## src/design/notchPkg.sv

```systemverilog
// shared widths, filter coefficients, status codes and bus structs for the notch accelerator RTL
`default_nettype none

package notchPkg;

	localparam int addrWidth = 24;		// memory byte address
	localparam int sampleWidth = 32;	// one signed sample
	localparam int accWidth = 64;		// accumulator and y history
	localparam int coeffWidth = 16;
	localparam int coeffFrac = 14;		// fraction bits dropped after the sum
	localparam int fifoDepth = 16;
	localparam int fifoPtrWidth = 4;	// log2 of fifoDepth
	localparam int fifoCntWidth = 5;	// occupancy, 0 to fifoDepth
	localparam int maxOutstanding = 8;	// reads in flight

	typedef logic signed [sampleWidth-1:0] sample_t;
	typedef logic signed [accWidth-1:0] acc_t;
	typedef logic signed [coeffWidth-1:0] coeff_t;
	typedef logic [addrWidth-1:0] memAddr_t;

	typedef enum logic [1:0] {
		stageIdle = 2'd0,
		stageRunning = 2'd1,
		stageFinished = 2'd2	// waits for irq service
	} stage_t;

	// notch section, scaled by 2^14
	localparam coeff_t coeffB0 = 16'sd8275;
	localparam coeff_t coeffB1 = -16'sd16383;
	localparam coeff_t coeffB2 = 16'sd8275;
	localparam coeff_t coeffA1 = -16'sd31035;
	localparam coeff_t coeffA2 = 16'sd14969;

	localparam logic [3:0] statRead = 4'd0;		// bytes requested
	localparam logic [3:0] statReceived = 4'd1;
	localparam logic [3:0] statComputed = 4'd2;
	localparam logic [3:0] statWritten = 4'd3;
	localparam logic [3:0] statStage = 4'd4;

	localparam logic [31:0] replyAccepted = 32'd99;	// job taken
	localparam logic [31:0] replyIdle = 32'hffff_ffff;

	typedef struct packed {
		logic start;		// one cycle, job begins
		logic active;		// high while running
		memAddr_t base;
		logic [31:0] count;	// samples in the job
	} jobDesc_t;

	typedef struct packed {
		logic read;
		logic write;
		memAddr_t address;
		sample_t writeData;
	} memCmd_t;

endpackage

`default_nettype wire

```

## src/design/notchControl.sv

```systemverilog
// job controller that answers custom instructions, tracks the job stage and serves status reads
`timescale 1ns/1ps
`default_nettype none

module notchControl (
	input wire clk,
	input wire rstN,
	input wire start,
	input wire [31:0] dataa,			// base byte address
	input wire [31:0] datab,			// sample count
	output logic [31:0] result,
	output logic done,
	input wire slaveRead,
	input wire [3:0] slaveAddress,
	output logic [31:0] slaveReadData,
	output logic irq,
	output notchPkg::jobDesc_t job,
	input wire [31:0] readBytes,
	input wire [31:0] receivedCount,
	input wire [31:0] computedCount,
	input wire [31:0] writtenCount
);

	notchPkg::stage_t stage;
	logic jobDone;

	// counters are stale while start is up
	assign jobDone = (stage == notchPkg::stageRunning) && !job.start
		&& (writtenCount == job.count);

	always_ff @(posedge clk) begin
		if (!rstN) begin
			stage <= notchPkg::stageIdle;
			job <= '0;
			done <= 1'b0;
			irq <= 1'b0;
		end else begin
			done <= start;				// reply next cycle
			job.start <= 1'b0;
			if (start && stage == notchPkg::stageIdle && dataa != '0) begin
				job.start <= 1'b1;
				job.active <= 1'b1;
				job.base <= dataa[notchPkg::addrWidth-1:0];
				job.count <= datab;
				stage <= notchPkg::stageRunning;
			end
			if (jobDone) begin
				job.active <= 1'b0;
				irq <= 1'b1;
				stage <= notchPkg::stageFinished;
			end
			if (stage == notchPkg::stageFinished && slaveRead) begin	// any read services irq
				irq <= 1'b0;
				stage <= notchPkg::stageIdle;
			end
		end
	end

	// custom-instruction reply
	always_ff @(posedge clk) begin
		if (start) begin
			case (stage)
				notchPkg::stageIdle: result <= (dataa != '0) ? notchPkg::replyAccepted
					: notchPkg::replyIdle;
				notchPkg::stageRunning: result <= writtenCount;	// progress
				notchPkg::stageFinished: result <= 32'(stage);
				default: result <= notchPkg::replyIdle;
			endcase
		end
	end

	// status slave, one cycle read latency
	always_ff @(posedge clk) begin
		if (slaveRead) begin
			case (slaveAddress)
				notchPkg::statRead: slaveReadData <= readBytes;
				notchPkg::statReceived: slaveReadData <= receivedCount;
				notchPkg::statComputed: slaveReadData <= computedCount;
				notchPkg::statWritten: slaveReadData <= writtenCount;
				notchPkg::statStage: slaveReadData <= 32'(stage);
				default: slaveReadData <= '0;
			endcase
		end
	end

endmodule

`default_nettype wire

```

## config.mk

```make
export PLATFORM = sky130hd
export DESIGN_NAME = notchControl
export DESIGN_NICKNAME = d
export VERILOG_FILES = /design/src/design/notchPkg.sv /design/src/design/notchControl.sv
export SDC_FILE = /design/constraint.sdc
export NUM_CORES = 1
export LEC_CHECK = 0
export BUFFER_PORTS_ARGS = -buffer_cell sky130_fd_sc_hd__buf_2
export CORE_AREA = 2 2 126 128
export DETAILED_ROUTE_END_ITERATION = 12
export DIE_AREA = 0 0 128 130
export PLACE_DENSITY = 0.68
export SYNTH_ARGS = -nofsm -noshare
export SYNTH_HDL_FRONTEND = slang
export SYNTH_SLANG_ARGS = --single-unit
```

## constraint.sdc

```tcl
create_clock -name clk -period 1.94 [get_ports clk]
set_input_delay 0 -clock clk [delete_from_list [all_inputs] [get_ports clk]]
set_output_delay 0 -clock clk [all_outputs]
set_load 0.02 [all_outputs]
```

==> run metrics <==
status finished, final reports clean; CTS Buffer Depth 2; worst hold endpoint slaveReadData[0]; cell count after synthesis 476; # DRC 0; startpoint types primary input; Final Max Tran Viols 0; syn_nets 676; vias post-DR 5966; drt wl/cell 19.0 microns; grt ovf 0; Most common cell on crit path dlygate4sd3_1; vias in the first global route 5981; Slowest cell on crit path dlygate4sd3_1; Sink Count 126; overall routing resource usage 25.7%; Die Y-Extent 130 microns; antenna-violating nets left 0; Yosys warning total 0; PD cells 800 mW/mm^2; Synth Flop Type edfxtp_1; CP max stage delay 0.57 ns; Cell Rows 46; Worst VDD drop 508 uV; clk_lat worst skew 0.41 ns; Starting Density 35.6%; Hold/Removal Path Class primary input to flip-flop; Inserted Clock Buffers 17; most frequent cells in the layout 323 x buf_2, 154 x dlygate4sd3_1, 64 x edfxtp_1; clock skew 0.00390 ns; setup TNS 0 ns; count of buffer and inverter cells on the critical path 4; global-route wire length before repair 31900 microns; crit-path leading delay family buffers and inverters; slew margin rel. 51.7%; I/O pin count 324; register area share after synthesis 57.7%; antenna diode count 0; P_leak 4.83 nW; routability congestion estimate 0.823; Peak Freq 0.523 GHz; R2R Setup Slk 0.12 ns; register bit total from synthesis 126; area grow syn2layout 75.1%; DP Wirelength 14700 microns; Avg Inst Size Synth 11.5 sq um; synth unique cells 32; Worst Tran Pin Value 0.724 ns; worst hold slack 0.0545 ns; I/O Buffers 323; min-delay src writtenCount[0]; CP Data Required Time 2.10 ns; largest net degree at the start of global routing 47; Reg2Reg Depth 5; commonest non-fill, non-tap cell in the layout buf_2; Die Area 0.0166 sq mm; Worst R2R End stage[0]; WHS Path Cells 3; Initial DRC Count 548; crit-path cells dlygate4sd3_1 -> buf_2 -> a22oi_1 -> dlygate4sd3_1 -> nand2_1 -> dlygate4sd3_1; initial antenna violation count 1; post-route clock period utilization 98.6%; Post-synth ARST share 0%; die width 128 microns; Mapped Area 0.00549 sq mm; htree depth 4; WL final 22200 microns; share of layout cells above drive strength 1 39.5%; CP Capture Type flip-flop; Worst Setup Path Type primary input to flip-flop; CP Data Arrival Time 2.07 ns; Final Net Count 1161; critical-path maximum fanout 3; maxcap violations 0; reg2reg start job[31]; CTS tree built; Tmin final 1.91 ns; vias per inst 5.12; DR pass1 iterations 9; Post-synth EDFFs 64; RSZ-0062 raised after global routing false; core area 0.0154 sq mm; final hold vios 0; Clock transition at path regs 0.05 ns; Clock Tree Root clkbuf_16; Setup violations, final 0
[worst max-delay path by stage]
| stage | startpoint | end | slack [ns] | cells after the start |
|---|---|---|---|---|
| finish | writtenCount[1] | slaveReadData[1] | 0.03 | 6 |
| global route | writtenCount[1] | slaveReadData[1] | 0.002 | 6 |
| CTS | slaveAddress[3] | slaveReadData[0] | 0.02 | 6 |
| detailed placement | job[26] | stage[0] | 0.05 | 5 |
| global placement | job[26] | stage[0] | 0.05 | 5 |
| floorplan | job[4] | job[56] | 0.26 | 5 |
[registers in the layout (all words and copies together), names as in the netlist]
register       cells
stage              2
done               1
irq                1
slaveReadData     32
job               58
result            32
[tightest hold or removal path, delay by kind of cell]
kind | cells | cell delay, ns
buf+inv | 1 | 0.20
compound gates | 1 | 0.09
simple gates | 1 | 0.06
[metal layers]
metal	vias to the layer above	track usage, %	part of all wire [%]
li1	2736	-	-
met5	-	0	0.050
met1	2826	29.8	39
met3	57	7.59	8.4
met2	345	44.5	50
met4	2	11.0	3.0
[metrics by stage]
step	util, %	setup WS, ns	area, sq um	std cells	total power [mW]
after global placement	47.8	0.0543	7370	975	4.29
after CTS	61.6	0.0181	9500	1160	7.67
after detailed placement	47.8	0.0472	7370	975	4.30
after global routing	62.3	0.00223	9610	1165	7.97
after floorplan	-	0.263	5490	476	3.73
final	62.3	0.0279	9610	1165	7.68
[where the power goes]
part,switching (mW),internal [mW]
logic,0.760,0.691
registers,0.0959,3.00
clock network,1.12,2.02
[cells by family after synthesis]
kind of cell              synth area share, %
buffers and inverters                    3.49
DFF                                      57.7
xor gates and xnor gates                 5.11
and+or+nand+nor                          12.5
AOI/OAI and AO/OA                        11.0
muxes                                    10.2
[repair_timing]
action	in CTS	in global routing
hold buffers	154	0
hold endpoints to repair	124	0
endpoints found under the setup margin	0	106
buffers inserted	0	3
gates resized for setup	0	5
[cell type report]
| cell class | count | area (sq um) |
|---|---|---|
| flip-flops and latches | 126 | 3160 |
| inverters | 4 | 15.0 |
| multi-input cells | 314 | 2200 |
| well taps | 192 | 240 |
| repair buffers | 498 | 3390 |
| clock buffers | 28 | 581 |
| clock inverters | 3 | 15.0 |
| fillers | 1199 | 5820 |
[synth_stat cells, types with 4 or more instances]
| cell | instances | area [sq um] |
|---|---|---|
| a21o_1 | 29 | 218 |
| a222oi_1 | 32 | 320 |
| clkbuf_1 | 22 | 82.6 |
| dfxtp_1 | 62 | 1240 |
| edfxtp_1 | 64 | 1920 |
| inv_1 | 4 | 15.0 |
| mux2i_1 | 56 | 561 |
| nand2_1 | 63 | 236 |
| nand4_1 | 4 | 25.0 |
| nor2_1 | 58 | 218 |
| nor4_1 | 16 | 100 |
| xnor2_1 | 4 | 35.0 |
| xor2_1 | 28 | 245 |
Note: power is estimated with default switching activity, not from simulation.
