**src/design/notchPkg.sv**
```systemverilog
// shared widths, filter coefficients, status codes and bus structs for the notch accelerator RTL
`default_nettype none

package notchPkg;

	localparam int addrWidth = 24;		// memory byte address
	localparam int sampleWidth = 32;	// one signed sample
	localparam int accWidth = 64;		// accumulator and y history
	localparam int coeffWidth = 16;
	localparam int coeffFrac = 14;		// fraction bits dropped after the sum
	localparam int fifoDepth = 16;
	localparam int fifoPtrWidth = 4;	// log2 of fifoDepth
	localparam int fifoCntWidth = 5;	// occupancy, 0 to fifoDepth
	localparam int maxOutstanding = 8;	// reads in flight

	typedef logic signed [sampleWidth-1:0] sample_t;
	typedef logic signed [accWidth-1:0] acc_t;
	typedef logic signed [coeffWidth-1:0] coeff_t;
	typedef logic [addrWidth-1:0] memAddr_t;

	typedef enum logic [1:0] {
		stageIdle = 2'd0,
		stageRunning = 2'd1,
		stageFinished = 2'd2	// waits for irq service
	} stage_t;

	// notch section, scaled by 2^14
	localparam coeff_t coeffB0 = 16'sd8275;
	localparam coeff_t coeffB1 = -16'sd16383;
	localparam coeff_t coeffB2 = 16'sd8275;
	localparam coeff_t coeffA1 = -16'sd31035;
	localparam coeff_t coeffA2 = 16'sd14969;

	localparam logic [3:0] statRead = 4'd0;		// bytes requested
	localparam logic [3:0] statReceived = 4'd1;
	localparam logic [3:0] statComputed = 4'd2;
	localparam logic [3:0] statWritten = 4'd3;
	localparam logic [3:0] statStage = 4'd4;

	localparam logic [31:0] replyAccepted = 32'd99;	// job taken
	localparam logic [31:0] replyIdle = 32'hffff_ffff;

	typedef struct packed {
		logic start;		// one cycle, job begins
		logic active;		// high while running
		memAddr_t base;
		logic [31:0] count;	// samples in the job
	} jobDesc_t;

	typedef struct packed {
		logic read;
		logic write;
		memAddr_t address;
		sample_t writeData;
	} memCmd_t;

endpackage

`default_nettype wire

```
**src/design/sampleReader.sv**
```systemverilog
// read engine that keeps pipelined memory reads in flight for a job and counts returned words
`timescale 1ns/1ps
`default_nettype none

module sampleReader (
	input wire clk,
	input wire rstN,
	input wire notchPkg::jobDesc_t job,
	output notchPkg::memCmd_t readCmd,
	input wire readAccepted,			// our read went out this cycle
	input wire memReadDataValid,
	input wire [notchPkg::fifoCntWidth-1:0] fifoUsed,
	output logic [31:0] readBytes,
	output logic [31:0] receivedCount
);

	notchPkg::memAddr_t readAddr;		// next word to request
	notchPkg::memAddr_t endAddr;
	logic [notchPkg::fifoCntWidth-1:0] outstanding;
	logic addrLeft;
	logic room;

	assign endAddr = job.base + notchPkg::memAddr_t'({job.count, 2'b00});	// base + 4*count
	assign addrLeft = (readAddr != endAddr);

	// in flight plus queued must fit the sample FIFO
	assign room = (int'(outstanding) + int'(fifoUsed) < notchPkg::fifoDepth)
		&& (int'(outstanding) < notchPkg::maxOutstanding);

	// strobe only changes on acceptance, so it holds while stalled
	always_comb begin
		readCmd = '0;
		readCmd.read = job.active && !job.start && addrLeft && room;
		readCmd.address = readAddr;
	end

	assign readBytes = 32'(readAddr - job.base);

	always_ff @(posedge clk) begin
		if (!rstN) begin
			readAddr <= '0;
			outstanding <= '0;
			receivedCount <= '0;
		end else if (job.start) begin
			readAddr <= job.base;		// fresh job
			outstanding <= '0;
			receivedCount <= '0;
		end else begin
			if (readAccepted) begin
				readAddr <= readAddr + notchPkg::memAddr_t'(4);
			end
			case ({readAccepted, memReadDataValid})
				2'b10: outstanding <= outstanding + 1'b1;
				2'b01: outstanding <= outstanding - 1'b1;
				default: outstanding <= outstanding;	// issue and return cancel
			endcase
			if (memReadDataValid) begin
				receivedCount <= receivedCount + 32'd1;
			end
		end
	end

endmodule

`default_nettype wire

```
**config.mk**
```make
export PLATFORM = sky130hd
export DESIGN_NAME = sampleReader
export DESIGN_NICKNAME = d
export VERILOG_FILES = /design/src/design/notchPkg.sv /design/src/design/sampleReader.sv
export SDC_FILE = /design/constraint.sdc
export NUM_CORES = 1
export LEC_CHECK = 0
export BUFFER_PORTS_ARGS = -buffer_cell sky130_fd_sc_hd__buf_4
export CAP_MARGIN = 25
export CORE_MARGIN = 4
export CORE_UTILIZATION = 53
export CTS_CLUSTER_DIAMETER = 150
export DETAILED_ROUTE_END_ITERATION = 10
export PLACE_DENSITY = 0.83
export SYNTH_ARGS = -nofsm -noshare
export SYNTH_HDL_FRONTEND = slang
export SYNTH_SLANG_ARGS = --single-unit
```
**constraint.sdc**
```tcl
create_clock -name clk -period 3.5 [get_ports clk]
set_input_delay 0.35 -clock clk [delete_from_list [all_inputs] [get_ports clk]]
set_output_delay 0.35 -clock clk [all_outputs]
set_load 0.02 [all_outputs]
```
==> results.toml <==
[sta]
drv_slew = 0
hold_ws_ns = 0.2858
max_freq_mhz = 283.2
period_needed_ns = 3.532
hold_viol_final = 0
setup_violations = 1
rsz0062_at_grt = "true"
setup_ws_ns = -0.03166
fin_skew_ns = 0.008408
fin_crit_sh_pct = 100.9
max_slew.worst_pin.slew_ns = 0.6293
relSlewSlack_pct = 56.96
fin_tns_setup_ns = -0.03166

[grt]
antenna_found_initial = 0
grt_use_total_pct = 24.59
grt_pass1_wl_mm = 26.25
grt_pass1_vias = 5474
overflow = 0
grt_start_max_net_pins = 47

[outcome]
outcome = "finished with violations"
violations = "negative setup slack"

[synthesis]
netlist_area_mm2 = 0.005906
synthDistinctLibCells = 64
avgSynthCellArea_um2 = 7.630
yosys_warnings = 0
synthFlopType = "dfxtp_1"
synth_top_area_share_pct = 20.68
synth.area.top_cells = "dfxtp_1 (21%), ha_1 (12%), xor2_1 (7.1%)"
ys_seq_elements = 61
async_flop_share_pct = 0
yosysSeqAreaShare_pct = 20.68
netlist_instances = 774
synth_edf_count = 0
netlist.top_cell.by_area = "dfxtp_1"

[clock_tree]
clkLatencyLatePin_ns = 0.34
clock_tree.buffer_depth = 2
cts_buffers = 9
cts_hold_buf = 0
h-tree-depth = 3
clock_sinks = 61
cts_tree = "yes"
clk_pin_slew_ns = 0.08
root_buffer = "clkbuf_8"

[critical_path]
crit_chain = "buf_8 -> ha_4 -> fa_2 -> a21o_1 -> a2111o_1 -> a2111oi_4 -> nor3_2 -> or4_1 -> nand4_1 -> nor4_2 -> a31oi_1 -> buf_4"
critPathKind = "input port to output port"
worstPathRequired_ns = 3.15
cp_slowest_cell = "or4_1"
cpPeakStageDelay_ns = 0.51
critPathTopFamily = "compound AO/OA/AOI/OAI gates"
crit_path_end_kind = "output port"
crit_fanout = 3
cp_num_buf_inv = 2
arrival_ns = 3.18
critPathLaunchType = "input port"

[route]
dr_wl_met2_mm = 7.788
dr.pass1.iters = 5
num_vias = 5875
drc_errors = 0
drtAntennaViolNets = 0
wl_met1_mm = 7.075
drt_wl_total_mm = 16.44
met3_wirelength_mm = 1.171
wl_per_cell_um = 15.22
drtIter0Drc = 373
routed.top_layer = "met4"
viasPerCell = 5.440

[placement]
dp_hpwl_mm = 12.75
gp_congestion = 0.9319
dpl_cell_area_mm2 = 0.007139
portBuffers = 145
post-place-ws_ns = -0.2291

[power]
finalPower_uw = 2341
p_per_area_mw_per_mm2 = 314.0
power.leakage_uw = 0.003476
ir_drop_mv = 0.2385

[layout]
stdcell_area_mm2 = 0.007456
fin_nets = 1060
drive_gt1_share_pct = 22.98
syn2layout_area_growth_pct = 26.25
num_antenna_cells = 0

[die]
ioPinCount = 189
die_x_um = 113.6
die_h_um = 113.6
die-area_mm2 = 0.01290
start_util_pct = 54.24
rows = 38
core_area_mm2 = 0.01089

[min_path]
hold_path_class = "input port to register"

[job]
cap_violations = 0
[cells in the mapped netlist (4+ instances only)]
cell type  number
o21bai_1        4
a31oi_1         8
nor3_1          8
xnor2_1        44
a21o_1         15
mux2i_1         5
nand4_1        20
nor4_1          5
a21oi_1        46
a211oi_1        5
nand2b_1        5
buf_4          40
nand2_1        71
and3_1         13
or3_1          11
and2_1         24
nor2b_1         6
o21ai_0        46
xor2_1         48
clkbuf_1       18
o31ai_1         7
nand3_1        25
o21a_1          7
ha_1           55
dfxtp_1        61
nor2_1         70
inv_1          49
and4_1          4
[worst register-to-register path, delay by kind of cell (launching register included)]
kind / cells / cell delay (ns)
AND/OR/NAND/NOR: 7 / 1.93
flip-flops: 1 / 0.44
AO/OA/AOI/OAI: 1 / 0.14
[worst paths after layout]
check / from / to / slack [ns] / cells after the start
min: job[32] / readAddr[0]$_SDFFE_PN0P_ / 0.29 / 3
min reg2reg: receivedCount[31]$_SDFFE_PP0P_ / receivedCount[31]$_SDFFE_PP0P_ / 0.50 / 2
max: job[34] / readCmd[57] / -0.03 / 12
max reg2reg: receivedCount[2]$_SDFFE_PP0P_ / receivedCount[29]$_SDFFE_PP0P_ / 0.93 / 8
[routing by layer]
| metal | global-route usage, % | up-vias |
|---|---|---|
| met4 | 7.452 | 0 |
| met2 | 41.30 | 218 |
| met5 | 0 | - |
| li1 | - | 2970 |
| met3 | 4.721 | 30 |
| met1 | 31.98 | 2657 |
[state kept, by name, summed over array words and instances (netlist names)]
name / cells
receivedCount: 32
readAddr: 24
outstanding: 5
[cells by family (layout without fill, tap and decap cells)]
kind of cell    count (synthesis)  in the layout  share of synthesized area, %
flops                          61             61                         20.68
simple gates                  276            276                         23.14
other cells                     1             33                       0.06350
compound gates                171            171                         18.62
mux                             7              7                         1.462
xor+xnor                       93             93                         14.03
fa+ha+maj                      58             58                         12.67
buf+inv                       107            241                         9.343
[cells in the final DEF (no fill, tap or decap), drive strengths merged, types with 4 or more instances in the layout]
master  count
inv        51
o21a        7
and2       24
and3       13
and4        4
buf       176
o21ai      49
nand2      71
a21oi      46
o31ai       8
nand3      25
o21bai      4
a211oi      5
xnor2      44
nor2       70
nand2b      5
a21o       15
or3        12
xor2       48
nor3        9
nand4      20
nor4        5
mux2i       5
clkbuf     10
dfxtp      61
ha         55
nor2b       6
a31oi       8
conb       33
[layout make-up]
| type | instances | area, um2 |
|---|---|---|
| fill | 939 | 3432 |
| clock buffer | 10 | 137.6 |
| inverter | 49 | 183.9 |
| tap | 140 | 175.2 |
| timing repair buffer | 176 | 1336 |
| multi-input combinational | 638 | 4355 |
| clock inverter | 6 | 46.29 |
| sequential | 61 | 1221 |
[power by group]
group,switching (uW),internal [uW]
combinational,556,436
sequential,30.2,713
clock,324,281
[stage by stage]
step | utilization (%) | instances
after floorplan | - | 806
after global placement | 65.57 | 1062
after detailed placement | 65.57 | 1062
after CTS | 67.77 | 1079
after global routing | 68.48 | 1080
final | 68.48 | 1080
[what timing repair did]
action / in CTS / in global routing
endpoints found under the setup margin: 9 / 16
gates resized for setup: 10 / 13
endpoints found under the hold margin: 0 / 0
pin swaps: 11 / 12
setup buffers: 1 / 1
Power figures use the tool's default switching activity.
