### config.mk
export PLATFORM = sky130hd
export DESIGN_NAME = biquadCore
export DESIGN_NICKNAME = d
export VERILOG_FILES = /design/src/design/notchPkg.sv /design/src/design/biquadCore.sv
export SDC_FILE = /design/constraint.sdc
export NUM_CORES = 2
export LEC_CHECK = 0
export ABC_CLOCK_PERIOD_IN_PS = 24300
export BUFFER_PORTS_ARGS = -buffer_cell sky130_fd_sc_hd__buf_2
export CAP_MARGIN = 20
export CORE_MARGIN = 8
export CORE_UTILIZATION = 45
export DETAILED_ROUTE_END_ITERATION = 6
export HOLD_SLACK_MARGIN = 0.06
export PLACE_DENSITY = 0.72
export SLEW_MARGIN = 10
export SYNTH_ARGS = -nofsm -noshare
export SYNTH_HDL_FRONTEND = slang
export SYNTH_SLANG_ARGS = --single-unit
### constraint.sdc
create_clock -name clk -period 24.3 [get_ports clk]
set_input_delay 3.645 -clock clk [delete_from_list [all_inputs] [get_ports clk]]
set_output_delay 3.645 -clock clk [all_outputs]
set_load 0.02 [all_outputs]
### src/design/notchPkg.sv
// shared widths, filter coefficients, status codes and bus structs for the notch accelerator RTL
`default_nettype none

package notchPkg;

	localparam int addrWidth = 24;		// memory byte address
	localparam int sampleWidth = 32;	// one signed sample
	localparam int accWidth = 64;		// accumulator and y history
	localparam int coeffWidth = 16;
	localparam int coeffFrac = 14;		// fraction bits dropped after the sum
	localparam int fifoDepth = 16;
	localparam int fifoPtrWidth = 4;	// log2 of fifoDepth
	localparam int fifoCntWidth = 5;	// occupancy, 0 to fifoDepth
	localparam int maxOutstanding = 8;	// reads in flight

	typedef logic signed [sampleWidth-1:0] sample_t;
	typedef logic signed [accWidth-1:0] acc_t;
	typedef logic signed [coeffWidth-1:0] coeff_t;
	typedef logic [addrWidth-1:0] memAddr_t;

	typedef enum logic [1:0] {
		stageIdle = 2'd0,
		stageRunning = 2'd1,
		stageFinished = 2'd2	// waits for irq service
	} stage_t;

	// notch section, scaled by 2^14
	localparam coeff_t coeffB0 = 16'sd8275;
	localparam coeff_t coeffB1 = -16'sd16383;
	localparam coeff_t coeffB2 = 16'sd8275;
	localparam coeff_t coeffA1 = -16'sd31035;
	localparam coeff_t coeffA2 = 16'sd14969;

	localparam logic [3:0] statRead = 4'd0;		// bytes requested
	localparam logic [3:0] statReceived = 4'd1;
	localparam logic [3:0] statComputed = 4'd2;
	localparam logic [3:0] statWritten = 4'd3;
	localparam logic [3:0] statStage = 4'd4;

	localparam logic [31:0] replyAccepted = 32'd99;	// job taken
	localparam logic [31:0] replyIdle = 32'hffff_ffff;

	typedef struct packed {
		logic start;		// one cycle, job begins
		logic active;		// high while running
		memAddr_t base;
		logic [31:0] count;	// samples in the job
	} jobDesc_t;

	typedef struct packed {
		logic read;
		logic write;
		memAddr_t address;
		sample_t writeData;
	} memCmd_t;

endpackage

`default_nettype wire

### src/design/biquadCore.sv
// direct-form-I biquad with fixed notch coefficients, pops one sample and pushes one result
`timescale 1ns/1ps
`default_nettype none

module biquadCore (
	input wire clk,
	input wire rstN,
	input wire clear,					// new job, drop history
	input wire inEmpty,
	input wire notchPkg::sample_t inData,
	output logic inPop,
	input wire outFull,
	output logic outPush,
	output notchPkg::sample_t outData,
	output logic [31:0] computedCount
);

	notchPkg::sample_t x1;				// x(n-1)
	notchPkg::sample_t x2;				// x(n-2)
	notchPkg::acc_t y1;					// y(n-1), full width
	notchPkg::acc_t y2;					// y(n-2)
	notchPkg::acc_t pB0;
	notchPkg::acc_t pB1;
	notchPkg::acc_t pB2;
	notchPkg::acc_t pA1;
	notchPkg::acc_t pA2;
	notchPkg::acc_t sumReg;
	logic prodValid;
	logic sumValid;
	logic resValid;						// result waiting for FIFO room
	logic busy;

	assign busy = prodValid || sumValid || resValid;	// one sample at a time, y feeds back
	assign inPop = !clear && !busy && !inEmpty;
	assign outPush = resValid && !outFull;
	assign outData = notchPkg::sample_t'(y1[notchPkg::sampleWidth-1:0]);	// low word of y(n)

	// stage tracking and result count
	always_ff @(posedge clk) begin
		if (!rstN || clear) begin
			prodValid <= 1'b0;
			sumValid <= 1'b0;
			resValid <= 1'b0;
			computedCount <= '0;
		end else begin
			prodValid <= inPop;
			sumValid <= prodValid;
			if (sumValid) begin
				resValid <= 1'b1;
			end else if (outPush) begin
				resValid <= 1'b0;
			end
			if (outPush) begin
				computedCount <= computedCount + 32'd1;
			end
		end
	end

	// products then sum, wrap at 64 bits
	always_ff @(posedge clk) begin
		if (inPop) begin
			pB0 <= notchPkg::acc_t'(inData) * notchPkg::acc_t'(notchPkg::coeffB0);
			pB1 <= notchPkg::acc_t'(x1) * notchPkg::acc_t'(notchPkg::coeffB1);
			pB2 <= notchPkg::acc_t'(x2) * notchPkg::acc_t'(notchPkg::coeffB2);
			pA1 <= y1 * notchPkg::acc_t'(notchPkg::coeffA1);
			pA2 <= y2 * notchPkg::acc_t'(notchPkg::coeffA2);
		end
		if (prodValid) begin
			sumReg <= pB0 + pB1 + pB2 - pA1 - pA2;	// feedback terms subtracted
		end
	end

	// histories, cleared per job
	always_ff @(posedge clk) begin
		if (!rstN || clear) begin
			x1 <= '0;
			x2 <= '0;
			y1 <= '0;
			y2 <= '0;
		end else begin
			if (inPop) begin
				x1 <= inData;
				x2 <= x1;
			end
			if (sumValid) begin
				y1 <= sumReg >>> notchPkg::coeffFrac;	// drop coefficient scale
				y2 <= y1;
			end
		end
	end

endmodule

`default_nettype wire

==> out/results.txt <==
Nets: 8,773
Detailed placement HPWL: 132,000 µm
Routed vias: 45,400
WL final: 158,000 µm
Worst EP arrival: 5240 ps
WL per Instance: 18.2 µm
First-pass GRT wire length: 256,000 µm
Crit path largest cell delay: 480 ps
Largest net degree at the start of global routing: 84
Residual DRC: 0
Syn-to-layout area delta: 6.63%
CP max-delay cell: inv_8
Fraction of layout cells with a size suffix above 1: 3.91%
# fillers: 13,500
Warnings, synthesis: 0
Top cells by area, synth: fa_1, ha_1, edfxtp_1, inv_1, dfxtp_1
Met2 Resource Use GR: 34.3%
Reg2reg setup slack: 16,950 ps
Critical Path Most Common Cell: buf_2
Die height: 404 µm
Via density: 5.24
Async SR Flop Fraction: 0%
Top Ports: 103
Commonest cells post-synth: inv_1, ha_1, fa_1
Routability-driven placement congestion ratio: 0.934
Core box area: 0.150 mm²
Crit-path cells: buf_2, nor3_1, nand2_2, buf_4, inv_8, buf_2
CTS tree: yes
H-tree Lvls: 2
Total setup buffers inserted after CTS: 0
Count leader, synth: inv_1
Final Skew: 87.6 ps
GRT Resource Usage Total: 19.4%
Crit path buffers/inverters: 4
Final Setup Violations: 0
Synth Flop Type: edfxtp_1
Status: completed
Most used routing layer: met2
Post-synth top area share: 28.1%
Post-synthesis sequential area ratio: 20.0%
Netlist cell types: 84
Pleak: 36.3 nW
Hold Buf Count CTS: 0
Ant diodes: 0
Nature of the critical path endpoint: output port
Worst rel slew slack: 33.8%
Later-pin clock latency in the skew report: 730 ps
Met3 Usage GRT: 2.02%
Clock root cell: clkbuf_16
Design Power: 5.31 mW
Cell count after synthesis: 6,570
Final Hold Fails: 0
Port Buffers: 102
Crit path max fanout: 65
Post-synthesis register bit count: 518
CTS buffer count: 59
Worst slew pin tran: 993 ps
Tightest Hold Check Type: reg2reg
Final Max Slew Viols: 0
Post-cts sizing count: 0
Die X: 404 µm
Synth Area per Inst: 10.3 µm²
Synth Cell Area: 0.0679 mm²
Critical Path RT: 20,650 ps
Fin crit share: 36.6%
Starting density of the core: 45.3%
Antenna violations before repair: 1
Num Clock Sinks: 518
RSZ-0062 raised after global routing: false
Fin crit period: 8890 ps
Initial DRC count: 2,467
Max-cap viol count: 0
Final ANT Viol Nets: 0
Critical path's top delay family: buffers and inverters
Worst-case clock buffer depth: 3
Post-Place Worst Slack: 15,030 ps
Synth area leader: fa_1
Final TNS setup: 0 ps
Crit path launch type: primary input
Worst Setup Path Type: in2out
Post-synth EDFFs: 319
Die area: 0.164 mm²
Post-Syn Nets: 8,742
Row Count: 142
Drt pass-1 iters: 5
Max Clk Rate: 112 MHz
Worst setup margin: 15,410 ps
GRT Residual Overflow: 0
Max IR drop VDD: 0.115 mV
PD cells: 73.3 mW/mm²
Met1 Usage GRT: 25.0%
Clk slew on worst S/H paths: 80 ps
Number of global-route vias before repair: 48,100
==> cell type report <==
type                       count  area, µm²  area share [%]
clock inverter                42        434           0.600
tap                         2016       2520            3.48
sequential                   518      13600            18.7
timing repair buffer         120        646           0.892
clock buffer                  70       1570            2.16
multi-input combinational   4449      48200            66.6
inverter                    1453       5460            7.54
==> cells by family after synthesis <==
kind of cell               count (synthesis)  share of synthesized area [%]
adders and majority gates               2135                           49.9
xor gates and xnor gates                 338                           4.36
AOI/OAI and AO/OA                        970                           9.06
and+or+nand+nor                          896                           6.08
muxes                                    110                           1.62
DFF                                      518                           20.0
buffers and inverters                   1603                           9.05
==> per-stage QoR <==
step	utilization (%)	instance area, µm²	instances	hold WS, ps
finish	48.4	72400	8668	475
detailed placement	47.0	70400	8556	470
floorplan	-	67900	6570	445
global placement	47.0	70400	8556	459
global route	48.4	72400	8668	507
CTS	48.4	72400	8668	473
==> worst register-to-register path, cell delays in order (launching register included) <==
cell and delay [ps]:
dfxtp_1 660, inv_1 230, fa_1 540, fa_1 500, inv_1 60, fa_1 480
fa_1 570, fa_1 450, ha_1 300, ha_1 370, nand3_1 160, nor4_1 520
nor2_1 230, o41ai_2 530, a21oi_1 340, o21ai_2 440, a211oi_1 160, o21ai_0 340
xor2_1 270
==> power breakdown <==
group / switching (mW) / total (mW) / leakage [nW] / internal (mW)
Clock: 0.409 / 0.920 / 0.965 / 0.511
Sequential: 0.0908 / 1.33 / 4.57 / 1.24
Combinational: 1.76 / 3.06 / 30.8 / 1.30
==> layout by cell type, fill, tap and decap left out, types with 35 or more instances in the layout <==
cell type and instances:
xor2_1 100, a21oi_1 347, nand4_1 62, o21bai_1 53, inv_1 1450, nor2_1 291, dfxtp_1 197, xnor2_1 238
clkbuf_16 59, and3_1 36, edfxtp_1 319, nand3_1 42, mux2i_1 110, o21a_1 43, nand2_1 292, a21o_1 175
o21ai_0 166, fa_1 953, a31oi_1 35, nand2b_1 37, buf_2 102, ha_1 1182
==> flip-flops by register name, summed over array words and instances, names as in the netlist, 47 cells and up <==
name,cells
pA1,64
pA2,64
pB0,47
pB1,47
pB2,47
sumReg,50
y1,50
y2,50
==> layer usage <==
layer | vias up | share of wire [%]
met4 | 0 | 3.8
met1 | 22700 | 42
met2 | 959 | 50
met3 | 251 | 4.3
li1 | 21500 | -
met5 | - | 0
==> path summary, 6_finish.rpt <==
path                            startpoint  endpoint  depth (start not counted)
worst max register to register       y2[9]   pA2[62]                         18
worst min register to register  sumReg[16]     y1[2]                          2
worst min-delay path            sumReg[16]     y1[2]                          2
worst max-delay path                 clear     inPop                          6
Note: power is estimated with default switching activity, not from simulation.
