===== config.mk =====
export PLATFORM = sky130hd
export DESIGN_NAME = sampleFifo
export DESIGN_NICKNAME = d
export VERILOG_FILES = /design/src/design/notchPkg.sv /design/src/design/sampleFifo.sv
export SDC_FILE = /design/constraint.sdc
export NUM_CORES = 1
export LEC_CHECK = 0
export BUFFER_PORTS_ARGS = -buffer_cell sky130_fd_sc_hd__buf_2
export CAP_MARGIN = 15
export CORE_ASPECT_RATIO = 0.6
export CORE_MARGIN = 2
export CORE_UTILIZATION = 40
export DETAILED_ROUTE_END_ITERATION = 16
export PLACE_DENSITY = 0.56
export SLEW_MARGIN = 20
export SYNTH_ARGS = -nofsm -noshare
export SYNTH_HDL_FRONTEND = slang
export SYNTH_SLANG_ARGS = --single-unit
export TNS_END_PERCENT = 50

===== constraint.sdc =====
create_clock -name clk -period 12.4 [get_ports clk]
set_clock_uncertainty 0.15 [all_clocks]
set_input_delay 0 -clock clk [delete_from_list [all_inputs] [get_ports clk]]
set_output_delay 0 -clock clk [all_outputs]
set_load 0.01 [all_outputs]

===== src/design/notchPkg.sv =====
// shared widths, filter coefficients, status codes and bus structs for the notch accelerator RTL
`default_nettype none

package notchPkg;

	localparam int addrWidth = 24;		// memory byte address
	localparam int sampleWidth = 32;	// one signed sample
	localparam int accWidth = 64;		// accumulator and y history
	localparam int coeffWidth = 16;
	localparam int coeffFrac = 14;		// fraction bits dropped after the sum
	localparam int fifoDepth = 16;
	localparam int fifoPtrWidth = 4;	// log2 of fifoDepth
	localparam int fifoCntWidth = 5;	// occupancy, 0 to fifoDepth
	localparam int maxOutstanding = 8;	// reads in flight

	typedef logic signed [sampleWidth-1:0] sample_t;
	typedef logic signed [accWidth-1:0] acc_t;
	typedef logic signed [coeffWidth-1:0] coeff_t;
	typedef logic [addrWidth-1:0] memAddr_t;

	typedef enum logic [1:0] {
		stageIdle = 2'd0,
		stageRunning = 2'd1,
		stageFinished = 2'd2	// waits for irq service
	} stage_t;

	// notch section, scaled by 2^14
	localparam coeff_t coeffB0 = 16'sd8275;
	localparam coeff_t coeffB1 = -16'sd16383;
	localparam coeff_t coeffB2 = 16'sd8275;
	localparam coeff_t coeffA1 = -16'sd31035;
	localparam coeff_t coeffA2 = 16'sd14969;

	localparam logic [3:0] statRead = 4'd0;		// bytes requested
	localparam logic [3:0] statReceived = 4'd1;
	localparam logic [3:0] statComputed = 4'd2;
	localparam logic [3:0] statWritten = 4'd3;
	localparam logic [3:0] statStage = 4'd4;

	localparam logic [31:0] replyAccepted = 32'd99;	// job taken
	localparam logic [31:0] replyIdle = 32'hffff_ffff;

	typedef struct packed {
		logic start;		// one cycle, job begins
		logic active;		// high while running
		memAddr_t base;
		logic [31:0] count;	// samples in the job
	} jobDesc_t;

	typedef struct packed {
		logic read;
		logic write;
		memAddr_t address;
		sample_t writeData;
	} memCmd_t;

endpackage

`default_nettype wire


===== src/design/sampleFifo.sv =====
// first-word-fall-through sample FIFO, instantiated for the read samples and for the filter results
`timescale 1ns/1ps
`default_nettype none

module sampleFifo (
	input wire clk,
	input wire rstN,
	input wire clear,					// empties in one cycle
	input wire push,
	input wire notchPkg::sample_t pushData,
	input wire pop,
	output notchPkg::sample_t popData,
	output logic empty,
	output logic full,
	output logic [notchPkg::fifoCntWidth-1:0] used
);

	notchPkg::sample_t store [notchPkg::fifoDepth];	// no reset, payload only
	logic [notchPkg::fifoPtrWidth-1:0] wrPtr;
	logic [notchPkg::fifoPtrWidth-1:0] rdPtr;
	logic doPush;
	logic doPop;

	assign doPush = push && !full;		// drop on overflow
	assign doPop = pop && !empty;
	assign empty = (used == '0);
	assign full = (int'(used) == notchPkg::fifoDepth);
	assign popData = store[rdPtr];		// head always visible

	always_ff @(posedge clk) begin
		if (doPush) begin
			store[wrPtr] <= pushData;
		end
	end

	always_ff @(posedge clk) begin
		if (!rstN || clear) begin
			wrPtr <= '0;
			rdPtr <= '0;
			used <= '0;
		end else begin
			if (doPush) begin
				wrPtr <= wrPtr + 1'b1;	// wraps at depth
			end
			if (doPop) begin
				rdPtr <= rdPtr + 1'b1;
			end
			case ({doPush, doPop})
				2'b10: used <= used + 1'b1;
				2'b01: used <= used - 1'b1;
				default: used <= used;	// both or none
			endcase
		end
	end

endmodule

`default_nettype wire


==> impl_metrics.ini, run 1 <==
[layout]
nNetsFinal = 1023
drive_above_1_share_pct = 28.6
area_growth_pct = 14.8
fillCellCount = 4239
postLayoutCoreUtil_pct = 46.3
fin_cells = 1708

[worst_setup_path]
cp.required_ns = 12.25
worstPathArrival_ns = 4.21
cp_cell_sequence = buf_6 -> buf_4 -> mux4_1 -> mux4_2 -> buf_2
worstSetupPathType = flop to primary output
path_max_fanout = 53
cp_top_family = buffers and inverters
critical_path_buf_inv_count = 3
startpoint_type = flop
crit_path_end_kind = primary output
critPathMaxStageDelay_ns = 0.80
regToRegSetupSlack_ns = 9.13
slowest_stage = buf_4
r2r_cells = 9
reg2reg_to = used[2]
r2r_start = used[0]

[floorplanning]
fp.dieArea_sq_um = 53100
fp.dieW_microns = 296
rows = 64
core_area_sq_um = 50800
initial_core_util_pct = 40.3
num_io_pins = 76
die_y_microns = 179

[clock_network]
cts_resized = 0
clk_latency_ns = 0.56
cts.htree.levels = 2
cts_setup_buffers = 0
cts_tree = done
cts_num_sinks = 529
cts_root_buf = clkbuf_16
clk_path_buf_depth = 3
numCtsBuffers = 47
clk_pin_slew_ns = 0.06

[logic_synthesis]
synth_area_leaders = edfxtp_1 75%, mux4_2 12%, mux4_1 6.4%
async_flop_share_pct = 0
syn_inst = 839
ys_ff_latch = 529
synth.cell_area_sq_um = 20500
synth_fp_nets = 884
synth_edf_count = 512
yosys_warnings = 0
yosysSeqAreaShare_pct = 76.8
synth_top_area_share_pct = 75.1
ys_top_cells_by_count = 512 x edfxtp_1, 110 x mux4_2, 50 x mux4_1, 28 x nor2_1, 17 x dfxtp_1
syn-mean-instance-area_sq_um = 24.4
synth_top_area_cell = edfxtp_1
synth.most_common_cell = edfxtp_1
synth_cell_types = 43
ys.flop_type = edfxtp_1

[routing]
ant_nets = 0
wl_per_cell_microns = 25.4
drc = 0
wl_microns = 43400
vias = 9187
drt_iter0_drc = 713
drt-pass1-iter-count = 7
via_per_inst = 5.38

[timing]
rsz0062_at_grt = false
tightest_slew_ns = 0.943
finalCritPeriodShare_pct = 35.2
max-slew-margin-rel_pct = 37.0
fin_crit_ns = 4.36
final-hold-violation-count = 0
drv_slew = 0
setup_viol = 0
fin_tns_setup_ns = 0
setup_slack_ns = 8.04
max_freq_ghz = 0.229

[placement]
dp_cells = 1584
dpl.hpwl_microns = 21900
gp_congestion = 0.705
place_ws_ns = 8.20
port-buffer-count = 75

[pwr]
p_leak_uw = 0.00728
p_per_area_nw_per_um2 = 148
peakVddDrop_uv = 106

[flow_run]
maxCapViolCount = 0

[global_route]
grtUsageTotal_pct = 16.8
antenna_found_initial = 1
use_met1_pct = 25.7
busiest_layer = met2
overflow = 0
grtUsageMet2_pct = 25.8
groute.layer.met3.usage_pct = 2.93
grt_max_degree = 54
grt_pass1_vias = 9293
grt_pass1_wl_microns = 64300

[outcome]
status = complete, no violations

[worst_hold_path]
holdPathEnd = store[15][15]
whs_path_depth = 2
holdCritStartpoint = pushData[15]
hold_class = primary input to flop
==> worst max-delay path by stage <==
stage | start | to | slack (ns) | cells past startpoint
after detailed placement | flop | popData[8] | 8.20 | 5
after CTS | flop | popData[8] | 7.60 | 5
after global placement | flop | popData[8] | 8.26 | 5
after global routing | flop | popData[8] | 7.74 | 5
after floorplan | used[2] | store[0][0] | 8.39 | 6
final | flop | popData[8] | 8.04 | 5
==> metal layers <==
| metal | vias up | part of all wire (%) |
|---|---|---|
| met5 | - | 0 |
| met4 | 0 | 1.1 |
| met3 | 53 | 5.4 |
| met2 | 239 | 46 |
| met1 | 4958 | 47 |
| li1 | 3937 | - |
==> cells in the final DEF, fill, tap and decap left out, drive strengths merged, types with 4 or more instances in the layout <==
cell type	Yosys	layout
inv	6	11
mux4	160	160
nor2	28	28
xor2	7	7
buf	27	96
nand2	6	6
nor3	8	8
dlygate4sd3	0	38
edfxtp	512	512
nand2b	4	4
o211ai	5	5
dfxtp	17	17
clkinv	0	16
clkbuf	17	60
ha	8	8
o21a	5	5
==> cell families after synthesis <==
logic type,Yosys count,synth area share (%)
muxes,163,18.7
xor gates and xnor gates,8,0.342
AOI/OAI and AO/OA,20,0.770
buffers and inverters,50,1.52
and+or+nand+nor,61,1.44
DFF,529,76.8
adders and majority gates,8,0.489
==> state kept, by name, indices dropped and copies added (netlist names), named ones only <==
name	cells
store	512
used	5
rdPtr	4
wrPtr	4
==> repair_timing <==
| action | 4_1_cts | 5_1_grt |
|---|---|---|
| endpoints found under the hold margin | 529 | 0 |
| endpoints found under the setup margin | 0 | 0 |
| hold buffers | 38 | 0 |
==> through the flow <==
stage / hold slack, ns / area, sq um / total power [uW]
floorplan: -0.0511 / 20500 / 2080
CTS: 0.180 / 23500 / 3510
finish: 0.209 / 23500 / 3470
global placement: 0.196 / 21700 / 2130
detailed placement: 0.211 / 21700 / 2130
global route: 0.209 / 23500 / 3590
==> area by class of cell <==
cell class	instances	area [sq um]	area share [%]
inverter	6	22.5	0.0958
clock buffer	60	1220	5.21
timing repair buffer	134	917	3.90
antenna	1	2.50	0.0106
multi-input combinational	260	4550	19.4
clock inverter	25	184	0.783
sequential	529	15700	66.9
tap	693	867	3.69
==> power breakdown <==
part	leakage, uW	internal (uW)	total [uW]	switching (uW)
clock	0.000680	743	1370	630
sequential	0.00477	1970	1980	5.77
combinational	0.00183	54.1	121	66.9
Power figures use the tool's default switching activity.
==> run 2: changes to the inputs <==
PLACE_DENSITY = 0.58   (was 0.56)
clock period = 3.85 ns   (was 12.4 ns; I/O delays follow)
==> run 2 against run 1 <==
Cell count up 0.23%. Sequential cell count unchanged. Sequential power rose to 3.2 times the previous value. Die area unchanged. Core utilization up 0.29 points. Non-clock buffer count up 10. Power rose to 3.2 times the previous value. Global-route usage down 0.50 points. Combinational power rose to 3.3 times the previous value. Design area up 0.62%. Critical path depth up 4. Wire length down 2.0%. Largest cell class unchanged.
==> impl_metrics.ini, run 2 (synthesized netlist as in run 1, its figures left out) <==
[layout]
final_cell_mix = 512 x edfxtp_1, 110 x mux4_2, 75 x buf_2
largestRegisters = store: 512 flops, used: 5 flops
final_common_cell = edfxtp_1
fin_cells = 1712
diodes = 0
area_growth_pct = 15.5
top_register = store
fillCellCount = 4217
nNetsFinal = 1033
drive_above_1_share_pct = 29.3
largest_reg_flops = 512

[pwr]
pwr-share-clk_pct = 39.7
internal_power_uw = 8970
p_leak_uw = 0.00735
p_sw_uw = 2230
p_per_area_nw_per_um2 = 474
swShare_pct = 19.9
p_comb_share_pct = 3.5
peakVddDrop_uv = 368
seqPwrFrac_pct = 56.8

[worst_setup_path]
cp_top_family = simple AND/OR/NAND/NOR gates
slowest_stage = or4_1
reg2reg_to = used[2]
cp.required_ns = 4.17
worstPathArrival_ns = 3.56
critPathMaxStageDelay_ns = 0.65
cp_cell_sequence = or4_1 -> o21a_2 -> inv_2 -> ha_1 -> xor2_1 -> ha_1 -> o21a_1 -> or4_1 -> a21oi_1
path_max_fanout = 13
r2r_cells = 9
startpoint = used[1]
startpoint_type = flop
r2r_start = used[1]
regToRegSetupSlack_ns = 0.61
crit_path_end_kind = flop
critical_path_buf_inv_count = 1
worstSetupPathType = flop to flop

[floorplanning]
core_area_sq_um = 50800
fp.dieArea_sq_um = 53100
rows = 64
die_y_microns = 179
initial_core_util_pct = 40.3
num_io_pins = 76
fp.dieW_microns = 296

[global_route]
grt_pass1_wl_microns = 62400
grt_max_degree = 129
grtUsageTotal_pct = 16.3
grt_pass1_vias = 9269
overflow = 0
antenna_found_initial = 1

[worst_hold_path]
hold_class = primary input to flop
holdCritStartpoint = pushData[7]
whs_path_depth = 2
holdPathEnd = store[7][7]

[routing]
drt_iter0_drc = 775
drc = 0
wl_microns = 42600
via_per_inst = 5.31
drt-pass1-iter-count = 5
ant_nets = 0
wl_per_cell_microns = 24.9
vias = 9086

[timing]
finalCritPeriodShare_pct = 84.2
max-slew-margin-rel_pct = 31.3
final-hold-violation-count = 0
rsz0062_at_grt = false
tightest_slew_ns = 1.03
max_freq_ghz = 0.309
setup_viol = 0
fin_tns_setup_ns = 0
fin_crit_ns = 3.24
drv_slew = 0

[placement]
dpl.hpwl_microns = 22600
dp_cells = 1594
gp_congestion = 0.737
port-buffer-count = 75

[flow_run]
maxCapViolCount = 0

[clock_network]
cts_root_buf = clkbuf_16
clk_latency_ns = 0.55
cts_resized = 0
cts_num_sinks = 529
cts_tree = done
numCtsBuffers = 47
clk_pin_slew_ns = 0.07
cts.htree.levels = 2
clk_path_buf_depth = 3
cts_setup_buffers = 0

[outcome]
status = complete, no violations
run 2: cell count changes in the layout (fill, tap and decap cells not counted):
cell        previous run  this run
clkinv_2               4         6
clkinvlp_4             2         1
clkinv_1              12         9
nor3_4                 0         2
buf_4                 20        26
buf_6                  1         0
inv_6                  5         1
diode_2                1         0
clkbuf_16             47        49
buf_12                 0         5
nor3_2                 4         2
clkbuf_1              13        12
run 2: worst max-delay path by stage:
stage / to / depth (start not counted)
final: used[2] / 9
after CTS: used[2] / 9
after global placement: used[2] / 9
after detailed placement: used[2] / 9
after floorplan: store[2][0] / 6
after global routing: used[4] / 9
run 2: power by group through the flow:
| stage | registers [uW] | logic (uW) | clock network (uW) |
|---|---|---|---|
| after floorplan | 6490 | 208 | 0 |
| after CTS | 6370 | 406 | 4560 |
| after detailed placement | 6490 | 374 | 0 |
| after global placement | 6490 | 367 | 0 |
| after global routing | 6370 | 435 | 4770 |
| final | 6370 | 395 | 4450 |
run 2: cell type report:
type	count	area, sq um	share of cell area, %
flip-flops and latches	529	15700	66.5
multi-input cells	260	4570	19.3
clock buffers	61	1270	5.38
repair buffers	144	1050	4.44
well taps	693	867	3.67
clock inverters	19	140	0.593
inverters	6	22.5	0.0952
run 2: stage by stage:
stage / total power (uW) / setup slack (ns) / instance area [sq um] / util [%] / hold WS, ns
after detailed placement: 6860 / 0.612 / 21900 / 43.0 / 0.223
final: 11200 / 0.609 / 23600 / 46.6 / 0.221
after floorplan: 6690 / -0.155 / 20500 / - / -0.0511
after global routing: 11600 / 0.376 / 23600 / 46.6 / 0.203
after CTS: 11300 / 0.591 / 23600 / 46.6 / 0.184
after global placement: 6860 / 0.675 / 21900 / 43.0 / 0.207
run 2: layer usage:
metal	wire length, microns	part of all wire, %	GRT usage [%]	vias to the layer above
met5	13	0.031	0	-
met3	2000	4.7	3.25	59
li1	-	-	-	3939
met4	640	1.5	2.97	2
met1	20500	48	24.7	4880
met2	19500	46	24.9	206
run 2: timing repair:
item | in CTS | in global routing
hold endpoints to repair | 527 | 0
hold buffers | 38 | 0
setup endpoints to repair | 0 | 0
